[config.mk]
export PLATFORM = sky130hd
export DESIGN_NAME = cpuCore
export DESIGN_NICKNAME = d
export VERILOG_FILES = /design/src/rtl/cpuTypesPkg.sv /design/src/rtl/controlUnit.sv /design/src/rtl/alu.sv /design/src/rtl/registerFile.sv /design/src/rtl/fetchUnit.sv /design/src/rtl/memAccess.sv /design/src/rtl/cpuCore.sv
export VERILOG_INCLUDE_DIRS = /design/src /design/src/rtl
export SDC_FILE = /design/constraint.sdc
export NUM_CORES = 2
export LEC_CHECK = 0
export BUFFER_PORTS_ARGS = -buffer_cell sky130_fd_sc_hd__buf_2
export CAP_MARGIN = 20
export CORE_MARGIN = 10
export CORE_UTILIZATION = 58
export CTS_CLUSTER_DIAMETER = 40
export CTS_CLUSTER_SIZE = 40
export DETAILED_ROUTE_END_ITERATION = 16
export PLACE_DENSITY = 0.78
export SYNTH_ARGS = -nofsm -noshare
export SYNTH_HDL_FRONTEND = slang
export SYNTH_SLANG_ARGS = --single-unit
export TNS_END_PERCENT = 5
[constraint.sdc]
create_clock -name CLK -period 8.9 [get_ports CLK]
set_clock_uncertainty 0.1 [all_clocks]
set_input_delay 0.445 -clock CLK [delete_from_list [all_inputs] [get_ports CLK]]
set_output_delay 0.445 -clock CLK [all_outputs]
set_load 0.01 [all_outputs]
[src/rtl/cpu_consts.svh]
`ifndef CPU_CONSTS_SVH
`define CPU_CONSTS_SVH

// core width, one word for data and addresses
`define CPU_XLEN     32

// architectural registers, x0 included
`define CPU_REGS     32

// first fetch after reset
`define CPU_RESET_PC 32'h0000_0000

// sequential pc step, one 32-bit instruction
`define CPU_PC_STEP  32'd4

// custom opcode that stops the core
`define CPU_HALT_OP  7'b111_1111

`endif

[src/rtl/cpuTypesPkg.sv]
`include "cpu_consts.svh"
`default_nettype none

package cpuTypesPkg;

  typedef logic [`CPU_XLEN-1:0] wordT;  // data or address word
  typedef logic [4:0]           regIdxT; // register index
  typedef logic [11:0]          immT;   // raw 12-bit immediate field

  typedef enum logic [6:0] {
    RTYPE    = 7'b0110011,
    ITYPE    = 7'b0010011,  // alu immediates only
    ITYPE_LW = 7'b0000011,
    JALR     = 7'b1100111,
    STYPE    = 7'b0100011,
    BTYPE    = 7'b1100011,
    JAL      = 7'b1101111,
    LUI      = 7'b0110111,
    AUIPC    = 7'b0010111,
    HALT     = `CPU_HALT_OP
  } opcodeT;

  typedef enum logic [3:0] {
    ALU_ADD, ALU_SUB, ALU_XOR, ALU_OR, ALU_AND,
    ALU_SLL, ALU_SRL, ALU_SRA, ALU_SLT, ALU_SLTU
  } aluOpT;

  // shared by R-type and I-type, funct7 picks the variant
  typedef enum logic [2:0] {
    ADD_SUB = 3'b000,
    SLL     = 3'b001,
    SLT     = 3'b010,
    SLTU    = 3'b011,
    XOR     = 3'b100,
    SRL_SRA = 3'b101,
    OR      = 3'b110,
    AND     = 3'b111
  } funct3T;

  typedef enum logic [2:0] {
    BEQ  = 3'b000,
    BNE  = 3'b001,
    BLT  = 3'b100,
    BGE  = 3'b101,
    BLTU = 3'b110,
    BGEU = 3'b111
  } branchT;

  typedef enum logic [2:0] {
    RD_ALU, RD_LOAD, RD_LINK, RD_UPPER, RD_PCUPPER
  } rdSelT;

  typedef enum logic [1:0] {
    PC_SEQ, PC_BRANCHJUMP, PC_REGJUMP
  } pcSrcT;

  typedef enum logic [2:0] {
    PH_FETCH, PH_EXECUTE, PH_MEMORY, PH_WRITEBACK, PH_HALTED
  } phaseT;

endpackage

`default_nettype wire

[src/rtl/controlUnit.sv]
`timescale 1ns/1ps
`default_nettype none

module controlUnit import cpuTypesPkg::*; (
  input  wordT   instr,
  output regIdxT rs1,
  output regIdxT rs2,
  output regIdxT rd,
  output immT    imm,
  output aluOpT  aluOp,
  output logic   aluSrc,
  output logic   shift,
  output logic   regWr,
  output logic   dRen,
  output logic   dWen,
  output logic   jpSel,
  output logic   halt,
  output rdSelT  rdSel,
  output pcSrcT  pcSrc,
  output branchT branchKind
);

  opcodeT     opcode;
  funct3T     func3;
  logic [6:0] func7;

  always_comb
  begin
    // instruction fields
    opcode     = opcodeT'(instr[6:0]);
    rs1        = instr[19:15];
    rs2        = instr[24:20];
    rd         = instr[11:7];
    func3      = funct3T'(instr[14:12]);
    func7      = instr[31:25];
    imm        = instr[31:20];       // I-type layout unless a store
    branchKind = branchT'(instr[14:12]);

    // defaults, a no-op that steps the pc
    aluOp  = ALU_ADD;
    aluSrc = 1'b0;
    shift  = 1'b0;
    regWr  = 1'b0;
    dRen   = 1'b0;
    dWen   = 1'b0;
    jpSel  = 1'b0;
    halt   = 1'b0;
    rdSel  = RD_ALU;
    pcSrc  = PC_SEQ;

    case (opcode)
      RTYPE:
      begin
        regWr = 1'b1;               // rs1 op rs2 into rd
        case (func3)
          ADD_SUB: aluOp = (func7 == 7'b0100000) ? ALU_SUB : ALU_ADD;
          XOR:     aluOp = ALU_XOR;
          OR:      aluOp = ALU_OR;
          AND:     aluOp = ALU_AND;
          SLT:     aluOp = ALU_SLT;
          SLTU:    aluOp = ALU_SLTU;
          SLL:
          begin
            shift = 1'b1;           // shamt from rs2[4:0]
            aluOp = ALU_SLL;
          end
          SRL_SRA:
          begin
            shift = 1'b1;
            aluOp = (func7 == 7'b0100000) ? ALU_SRA : ALU_SRL;
          end
          default: aluOp = ALU_ADD;
        endcase
      end

      ITYPE:
      begin
        regWr  = 1'b1;
        aluSrc = 1'b1;              // sign extended imm as opB
        case (func3)
          ADD_SUB: aluOp = ALU_ADD; // addi has no subtract form
          XOR:     aluOp = ALU_XOR;
          OR:      aluOp = ALU_OR;
          AND:     aluOp = ALU_AND;
          SLT:     aluOp = ALU_SLT;
          SLTU:    aluOp = ALU_SLTU;
          SLL:
          begin
            shift = 1'b1;           // shamt in imm[4:0]
            aluOp = ALU_SLL;
          end
          SRL_SRA:
          begin
            shift = 1'b1;
            aluOp = (func7 == 7'b0100000) ? ALU_SRA : ALU_SRL;
          end
          default: aluOp = ALU_ADD;
        endcase
      end

      ITYPE_LW:
      begin
        regWr  = 1'b1;
        aluSrc = 1'b1;              // address = rs1 + imm
        dRen   = 1'b1;
        rdSel  = RD_LOAD;
      end

      STYPE:
      begin
        imm    = {instr[31:25], instr[11:7]}; // split store offset
        aluSrc = 1'b1;
        dWen   = 1'b1;              // rs2 goes out as store data
      end

      BTYPE:
      begin
        pcSrc = PC_BRANCHJUMP;      // core resolves taken or not
        case (branchKind)
          BEQ, BNE:   aluOp = ALU_SUB;  // zero flag decides
          BLT, BGE:   aluOp = ALU_SLT;
          BLTU, BGEU: aluOp = ALU_SLTU;
          default:    aluOp = ALU_SUB;
        endcase
      end

      JAL:
      begin
        regWr = 1'b1;
        rdSel = RD_LINK;            // pc + 4 into rd
        jpSel = 1'b1;               // always taken, J offset
        pcSrc = PC_BRANCHJUMP;
      end

      JALR:
      begin
        regWr  = 1'b1;
        aluSrc = 1'b1;              // target = rs1 + imm
        rdSel  = RD_LINK;
        pcSrc  = PC_REGJUMP;
      end

      LUI:
      begin
        regWr = 1'b1;
        rdSel = RD_UPPER;
      end

      AUIPC:
      begin
        regWr = 1'b1;
        rdSel = RD_PCUPPER;
      end

      HALT:    halt = 1'b1;
      default: halt = 1'b0;         // unknown opcode acts as a no-op
    endcase
  end

endmodule

`default_nettype wire

[src/rtl/alu.sv]
`timescale 1ns/1ps
`default_nettype none

module alu import cpuTypesPkg::*; (
  input  wordT  opA,
  input  wordT  opB,
  input  aluOpT aluOp,
  output wordT  result,
  output logic  zero
);

  logic [4:0] shamt;

  assign shamt = opB[4:0];          // rv32 shifts use five bits only

  always_comb
  begin
    case (aluOp)
      ALU_ADD:  result = opA + opB;
      ALU_SUB:  result = opA - opB;
      ALU_XOR:  result = opA ^ opB;
      ALU_OR:   result = opA | opB;
      ALU_AND:  result = opA & opB;
      ALU_SLL:  result = opA << shamt;
      ALU_SRL:  result = opA >> shamt;
      ALU_SRA:  result = wordT'($signed(opA) >>> shamt);
      ALU_SLT:  result = {31'b0, $signed(opA) < $signed(opB)};
      ALU_SLTU: result = {31'b0, opA < opB};
      default:  result = '0;
    endcase
  end

  // BEQ and BNE look at this after a subtract
  assign zero = (result == '0);

endmodule

`default_nettype wire

[src/rtl/registerFile.sv]
`include "cpu_consts.svh"
`timescale 1ns/1ps
`default_nettype none

module registerFile import cpuTypesPkg::*; (
  input  logic   CLK,
  input  logic   arstN,
  input  regIdxT rs1,
  input  regIdxT rs2,
  input  regIdxT rd,
  input  logic   wrEn,
  input  wordT   wrData,
  output wordT   rdData1,
  output wordT   rdData2
);

  wordT regs [1:`CPU_REGS-1];       // x0 has no storage

  always_ff @(posedge CLK or negedge arstN)
  begin
    if (!arstN)
    begin
      for (int i = 1; i < `CPU_REGS; i++)
      begin
        regs[i] <= '0;
      end
    end
    else if (wrEn && (rd != '0))    // writes to x0 dropped
    begin
      regs[rd] <= wrData;
    end
  end

  assign rdData1 = (rs1 == '0) ? '0 : regs[rs1];
  assign rdData2 = (rs2 == '0) ? '0 : regs[rs2];

endmodule

`default_nettype wire

[src/rtl/fetchUnit.sv]
`include "cpu_consts.svh"
`timescale 1ns/1ps
`default_nettype none

module fetchUnit import cpuTypesPkg::*; (
  input  logic CLK,
  input  logic arstN,
  input  logic start,
  input  wordT nextPc,
  input  logic pcLoad,
  output wordT pc,
  output wordT instr,
  output logic instrValid,
  output wordT instrAdr,
  output logic instrCyc,
  output logic instrStb,
  input  wordT instrDat,
  input  logic instrAck
);

  logic ackSeen;

  assign ackSeen  = instrCyc & instrAck;  // ack only counts inside a cycle
  assign instrAdr = pc;                   // pc only moves in writeback, so it holds

  always_ff @(posedge CLK or negedge arstN)
  begin
    if (!arstN)
    begin
      pc <= `CPU_RESET_PC;
    end
    else if (pcLoad)
    begin
      pc <= nextPc;
    end
  end

  // one classic read per start
  always_ff @(posedge CLK or negedge arstN)
  begin
    if (!arstN)
    begin
      instrCyc   <= 1'b0;
      instrStb   <= 1'b0;
      instrValid <= 1'b0;
    end
    else
    begin
      instrValid <= ackSeen;        // single-cycle pulse after ack
      if (ackSeen)
      begin
        instrCyc <= 1'b0;
        instrStb <= 1'b0;
      end
      else if (start)
      begin
        instrCyc <= 1'b1;
        instrStb <= 1'b1;
      end
    end
  end

  always_ff @(posedge CLK)
  begin
    if (ackSeen)
    begin
      instr <= instrDat;            // held for decode until the next fetch
    end
  end

endmodule

`default_nettype wire

[src/rtl/memAccess.sv]
`timescale 1ns/1ps
`default_nettype none

module memAccess import cpuTypesPkg::*; (
  input  logic CLK,
  input  logic arstN,
  input  logic start,
  input  logic write,
  input  wordT addr,
  input  wordT storeData,
  output wordT loadData,
  output logic memDone,
  output wordT dataAdr,
  output wordT dataDatW,
  output logic dataWe,
  output logic dataCyc,
  output logic dataStb,
  input  wordT dataDatR,
  input  logic dataAck
);

  logic ackSeen;

  assign ackSeen = dataCyc & dataAck;
  assign memDone = ackSeen;         // done on the ack edge itself

  always_ff @(posedge CLK or negedge arstN)
  begin
    if (!arstN)
    begin
      dataCyc  <= 1'b0;
      dataStb  <= 1'b0;
      dataWe   <= 1'b0;
      dataAdr  <= '0;
      dataDatW <= '0;
    end
    else if (ackSeen)
    begin
      dataCyc <= 1'b0;              // drop right after ack
      dataStb <= 1'b0;
      dataWe  <= 1'b0;
    end
    else if (start)
    begin
      dataCyc  <= 1'b1;
      dataStb  <= 1'b1;
      dataWe   <= write;
      dataAdr  <= addr;             // captured once, steady until ack
      dataDatW <= storeData;
    end
  end

  always_ff @(posedge CLK)
  begin
    if (ackSeen && !dataWe)
    begin
      loadData <= dataDatR;         // lw result for writeback
    end
  end

endmodule

`default_nettype wire

[src/rtl/cpuCore.sv]
`include "cpu_consts.svh"
`timescale 1ns/1ps
`default_nettype none

module cpuCore import cpuTypesPkg::*; (
  input  logic CLK,
  input  logic arstN,
  output wordT instrAdr,
  output logic instrCyc,
  output logic instrStb,
  input  wordT instrDat,
  input  logic instrAck,
  output wordT dataAdr,
  output wordT dataDatW,
  output logic dataWe,
  output logic dataCyc,
  output logic dataStb,
  input  wordT dataDatR,
  input  logic dataAck,
  output logic halted
);

  phaseT  phase, phaseNext;
  wordT   pc, instr, nextPc, pcPlus4;
  logic   instrValid, fetchStart, memStart, memDone, pcLoad, wrEn;
  regIdxT rs1, rs2, rd;
  immT    imm;
  aluOpT  aluOp;
  logic   aluSrc, shift, regWr, dRen, dWen, jpSel, halt;
  rdSelT  rdSel;
  pcSrcT  pcSrc;
  branchT branchKind;
  wordT   rdData1, rdData2, opB, aluResult, loadData, wrData;
  wordT   immExt, branchOff, jumpOff, upperImm;
  logic   aluZero, branchTaken;

  assign fetchStart = (phase == PH_FETCH) && !instrCyc;  // first fetch cycle only
  assign memStart   = (phase == PH_EXECUTE) && instrValid && (dRen || dWen);
  assign pcLoad     = (phase == PH_WRITEBACK);
  assign wrEn       = (phase == PH_WRITEBACK) && regWr && (rd != '0);
  assign halted     = (phase == PH_HALTED);

  fetchUnit u_fetch (
    .CLK(CLK), .arstN(arstN), .start(fetchStart), .nextPc(nextPc), .pcLoad(pcLoad),
    .pc(pc), .instr(instr), .instrValid(instrValid),
    .instrAdr(instrAdr), .instrCyc(instrCyc), .instrStb(instrStb),
    .instrDat(instrDat), .instrAck(instrAck)
  );

  controlUnit u_ctrl (
    .instr(instr), .rs1(rs1), .rs2(rs2), .rd(rd), .imm(imm), .aluOp(aluOp),
    .aluSrc(aluSrc), .shift(shift), .regWr(regWr), .dRen(dRen), .dWen(dWen),
    .jpSel(jpSel), .halt(halt), .rdSel(rdSel), .pcSrc(pcSrc), .branchKind(branchKind)
  );

  registerFile u_regs (
    .CLK(CLK), .arstN(arstN), .rs1(rs1), .rs2(rs2), .rd(rd), .wrEn(wrEn),
    .wrData(wrData), .rdData1(rdData1), .rdData2(rdData2)
  );

  alu u_alu (
    .opA(rdData1), .opB(opB), .aluOp(aluOp), .result(aluResult), .zero(aluZero)
  );

  memAccess u_mem (
    .CLK(CLK), .arstN(arstN), .start(memStart), .write(dWen), .addr(aluResult),
    .storeData(rdData2), .loadData(loadData), .memDone(memDone),
    .dataAdr(dataAdr), .dataDatW(dataDatW), .dataWe(dataWe), .dataCyc(dataCyc),
    .dataStb(dataStb), .dataDatR(dataDatR), .dataAck(dataAck)
  );

  // immediates and offsets
  assign immExt    = {{(`CPU_XLEN-12){imm[11]}}, imm};
  assign branchOff = {{19{instr[31]}}, instr[31], instr[7], instr[30:25], instr[11:8], 1'b0};
  assign jumpOff   = {{11{instr[31]}}, instr[31], instr[19:12], instr[20], instr[30:21], 1'b0};
  assign upperImm  = {instr[31:12], 12'b0};
  assign pcPlus4   = pc + `CPU_PC_STEP;

  always_comb
  begin
    opB = aluSrc ? immExt : rdData2;
    if (shift)
    begin
      opB = {{(`CPU_XLEN-5){1'b0}}, opB[4:0]};  // shamt only
    end
  end

  always_comb
  begin
    case (branchKind)
      BEQ:        branchTaken = aluZero;
      BNE:        branchTaken = !aluZero;
      BLT, BLTU:  branchTaken = aluResult[0];   // slt/sltu gives 1 when less
      BGE, BGEU:  branchTaken = !aluResult[0];
      default:    branchTaken = 1'b0;
    endcase
  end

  always_comb
  begin
    case (pcSrc)
      PC_BRANCHJUMP: nextPc = jpSel       ? pc + jumpOff
                            : branchTaken ? pc + branchOff
                            : pcPlus4;
      PC_REGJUMP:    nextPc = {aluResult[`CPU_XLEN-1:1], 1'b0};  // jalr clears bit 0
      default:       nextPc = pcPlus4;
    endcase
  end

  always_comb
  begin
    case (rdSel)
      RD_LOAD:    wrData = loadData;
      RD_LINK:    wrData = pcPlus4;
      RD_UPPER:   wrData = upperImm;
      RD_PCUPPER: wrData = pc + upperImm;
      default:    wrData = aluResult;
    endcase
  end

  always_comb
  begin
    phaseNext = phase;
    case (phase)
      PH_FETCH:     if (instrCyc && instrAck) phaseNext = PH_EXECUTE;
      PH_EXECUTE:
      begin
        if (instrValid)
        begin
          if (halt)              phaseNext = PH_HALTED;
          else if (dRen || dWen) phaseNext = PH_MEMORY;
          else                   phaseNext = PH_WRITEBACK;
        end
      end
      PH_MEMORY:    if (memDone) phaseNext = PH_WRITEBACK;
      PH_WRITEBACK: phaseNext = PH_FETCH;
      default:      phaseNext = PH_HALTED;  // only reset leaves halt
    endcase
  end

  always_ff @(posedge CLK or negedge arstN)
  begin
    if (!arstN)
    begin
      phase <= PH_FETCH;
    end
    else
    begin
      phase <= phaseNext;
    end
  end

endmodule

`default_nettype wire

==> impl_metrics.py <==
metrics = {
    "global_route": {
        "antenna_found_initial": 16,
        "grt.overflow.total": 0,
        "grt_max_degree": 180,
        "grt.total_usage_pct": 44.0,
        "grt_pass1_vias": 65900,
        "grt_pass1_wl_um": 446000,
    },
    "timing": {
        "slew_viol_final": 0,
        "finalHoldViolations": 0,
        "period_share_pct": 98.7,
        "min_period_ns": 8.79,
        "worst-slew-pin-transition_ns": 1.20,
        "rsz0062_at_grt": "no",
        "fmax_mhz": 114,
        "setup-tns-final_ns": 0,
        "setup_violations": 0,
        "relSlewSlack_pct": 18.8,
    },
    "logic_synthesis": {
        "synth_ff_type": "dfrtp_1",
        "yosys.cell_types.count": 95,
        "synthCells": 7375,
        "synthArstFlopShare_pct": 94.5,
        "avgSynthCellArea_um2": 9.70,
        "ys_ff_latch": 1158,
        "synth_edf_count": 64,
        "syn_area_um2": 71500,
        "synth_nets": 7607,
        "yosysWarnings": 0,
        "synth-seq-area-share_pct": 41.0,
    },
    "setup_path": {
        "slowest_delay_ns": 0.58,
        "cpMostUsedCell": "a21oi_1",
        "startpoint_type": "register",
        "cp.required_ns": 9.48,
        "arrival_ns": 9.37,
        "path_class": "register to register",
        "cp_max_fo": 47,
        "cp_slowest_cell": "or4_1",
        "end_kind": "register",
    },
    "final_layout": {
        "fillers": 9160,
        "final_nets": 7765,
        "syn_to_final_growth_pct": 14.6,
        "instances_no_fill": 9301,
        "postLayoutCoreUtil_pct": 67.1,
        "final_area_um2": 82000,
        "drive_above_1_share_pct": 20.2,
    },
    "routing": {
        "drt_iter0_markers": 10300,
        "firstDrtPassIters": 9,
        "dr_total_vias": 68000,
        "wirelength_um": 310000,
        "met2_length_um": 128000,
        "wl_met1_um": 105000,
        "routed.top_layer": "met5",
        "final_antenna_net_count": 0,
        "drc": 0,
        "via_per_inst": 7.31,
        "routedWlPerCell_um": 33.4,
        "wl_met3_um": 47400,
    },
    "power_and_ir_drop": {
        "peakVddDrop_mv": 0.241,
        "power_uw": 19600,
        "leakage_uw": 0.0357,
        "p_per_area_nw_per_um2": 239,
    },
    "flow_run": {
        "maxCapViolations": 0,
    },
    "placement": {
        "placedCellCount": 8923,
        "dp_hpwl_um": 207000,
        "port_buffers": 168,
        "gp_congestion": 1.06,
        "place_area_um2": 75400,
    },
    "cts": {
        "clockRootBuffer": "clkbuf_16",
        "cts_inserted_buffers": 156,
        "cts_sinks": 1158,
        "clkTransAtPathRegs_ns": 0.06,
        "tritoncts": "built",
        "clk_latency_ns": 0.84,
        "cts_buffer_depth": 3,
        "htreeDepth": 4,
    },
    "floorplanning": {
        "placement_rows": 128,
        "start_util_pct": 58.5,
        "die_w_um": 371,
        "ios": 170,
        "die_h_um": 371,
        "dieArea_um2": 138000,
        "core_area_um2": 122000,
    },
    "min_path": {
        "hp-class": "primary input to async pin",
    },
    "outcome": {
        "status": "finished clean",
    },
}
## report_power, final
| group | internal [uW] | total, uW | switching [uW] |
|---|---|---|---|
| clock network | 4090 | 6780 | 2690 |
| logic | 2260 | 7090 | 4830 |
| registers | 5460 | 5740 | 274 |
| total | 11800 | 19600 | 7800 |
## worst max-delay path, delay by kind of cell (launching register included)
family                   cells  cell delay (ns)
buffers and inverters        4             1.16
flip-flops                   1             0.39
AO/OA/AOI/OAI               11             2.61
XOR/XNOR                     1             0.18
AND/OR/NAND/NOR              8             2.47
adder cells (fa/ha/maj)      1             0.40
multiplexers                 3             1.22
## synthesized netlist by cell type (49+ instances only)
cell	instances	share of area [%]
nor3_1	80	0.56
a211oi_1	71	0.75
ha_1	159	2.8
buf_1	60	0.31
mux2i_1	288	4.0
o22ai_1	102	0.89
o21ai_0	1214	8.5
xnor2_1	66	0.81
a21o_1	90	0.94
clkbuf_1	493	2.6
inv_1	128	0.67
dfrtp_1	1094	38
buf_2	65	0.45
o211ai_1	50	0.52
a21oi_1	253	1.8
o221ai_1	49	0.60
mux2_2	123	1.9
a221oi_1	66	0.81
nor2_1	282	1.5
mux4_2	408	13
edfxtp_1	64	2.7
nand2_1	1328	7.0
nand3_1	78	0.55
a22oi_1	76	0.80
## layout make-up
class | instances | area (um2) | share of cell area [%]
Clock inverter | 104 | 1440 | 1.76
Sequential cell | 1158 | 29300 | 35.7
Clock buffer | 185 | 4220 | 5.15
Inverter | 135 | 507 | 0.618
Timing Repair Buffer | 660 | 5070 | 6.19
Multi-Input combinational cell | 5422 | 39400 | 48.0
Tap cell | 1625 | 2030 | 2.48
Antenna cell | 12 | 30.0 | 0.0366
## logic make-up (layout without fill, tap and decap cells)
kind of cell    count (synthesis)  after routing  share of synthesized area (%)
xor+xnor                       94             94                           1.15
compound gates               2308           2308                           19.5
mux                           824            824                           18.9
other cells                     1             13                        0.00524
buf+inv                       795           1084                           4.57
simple gates                 2031           2031                           12.0
flops                        1158           1158                           41.0
fa+ha+maj                     164            164                           2.92
## through the flow
step | hold WS (ns) | worst slack (ns)
2_1_floorplan | 0.0494 | 0.135
3_3_place_gp | 0.357 | -0.0255
3_5_place_dp | 0.365 | -0.0877
4_1_cts | 0.130 | 0.00636
5_1_grt | 0.187 | 0.0129
6_report | 0.133 | 0.112
## final timing paths
kind	from	endpoint	slack, ns	depth (start not counted)
setup reg to reg	u_fetch.instr[21]	u_fetch.instrAdr[25]	0.11	28
hold reg to reg	u_mem.dataDatW[11]	u_mem.dataDatW[11]	0.37	2
max in group asynchronous	arstN	u_mem.dataAdr[21]	6.43	4
setup / recovery	u_fetch.instr[21]	u_fetch.instrAdr[25]	0.11	28
min in group CLK	instrDat[27]	u_fetch.instr[27]	0.24	2
hold / removal	arstN	u_regs.regs[970]	0.13	2
## registers in the layout (all words and copies together) (netlist names)
| name | cells |
|---|---|
| u_mem.dataDatW | 32 |
| u_fetch.instrValid | 1 |
| u_mem.dataWe | 1 |
| u_fetch.instr | 32 |
| u_regs.regs | 992 |
| phase | 3 |
| u_mem.loadData | 32 |
| u_fetch.instrCyc | 1 |
| u_fetch.instrAdr | 31 |
| u_mem.dataAdr | 32 |
| u_mem.dataCyc | 1 |
## layout by cell type, fill, tap and decap left out, types with 31 or more instances in the layout
cell / netlist / final
mux2_2: 123 / 123
buf_2: 65 / 167
inv_1: 128 / 127
a211oi_1: 71 / 69
o21ai_2: 5 / 33
a22o_1: 36 / 36
xnor2_1: 66 / 66
o22ai_1: 102 / 100
a21o_1: 90 / 90
nor2b_1: 39 / 36
clkbuf_16: 0 / 161
a31oi_1: 36 / 36
nand2_1: 1328 / 1296
nand3_1: 78 / 76
dfrtp_1: 1094 / 1094
o21ai_0: 1214 / 1185
edfxtp_1: 64 / 64
ha_1: 159 / 159
nand2b_1: 44 / 44
dlygate4sd3_1: 0 / 67
a21oi_1: 253 / 250
a22oi_1: 76 / 76
nor3_1: 80 / 76
a221oi_1: 66 / 62
nor2_1: 282 / 278
buf_4: 30 / 393
nand2_2: 0 / 31
o221ai_1: 49 / 49
mux2i_1: 288 / 286
o211ai_1: 50 / 50
mux4_2: 408 / 408
## layer usage
layer  track usage (%)  vias to the layer above
met1              53.0                    32900
met2              62.1                     5934
met5             0.979                        -
li1                  -                    27500
met3              18.4                     1689
met4              33.8                       16
## timing repair
item	in CTS	in global routing
hold endpoints to repair	144	0
hold buffers	67	0
setup buffers	3	3
cloned	0	1
setup endpoints to repair	23	31
gates resized for setup	1	18
No activity file was read; power rests on OpenSTA's default activity.
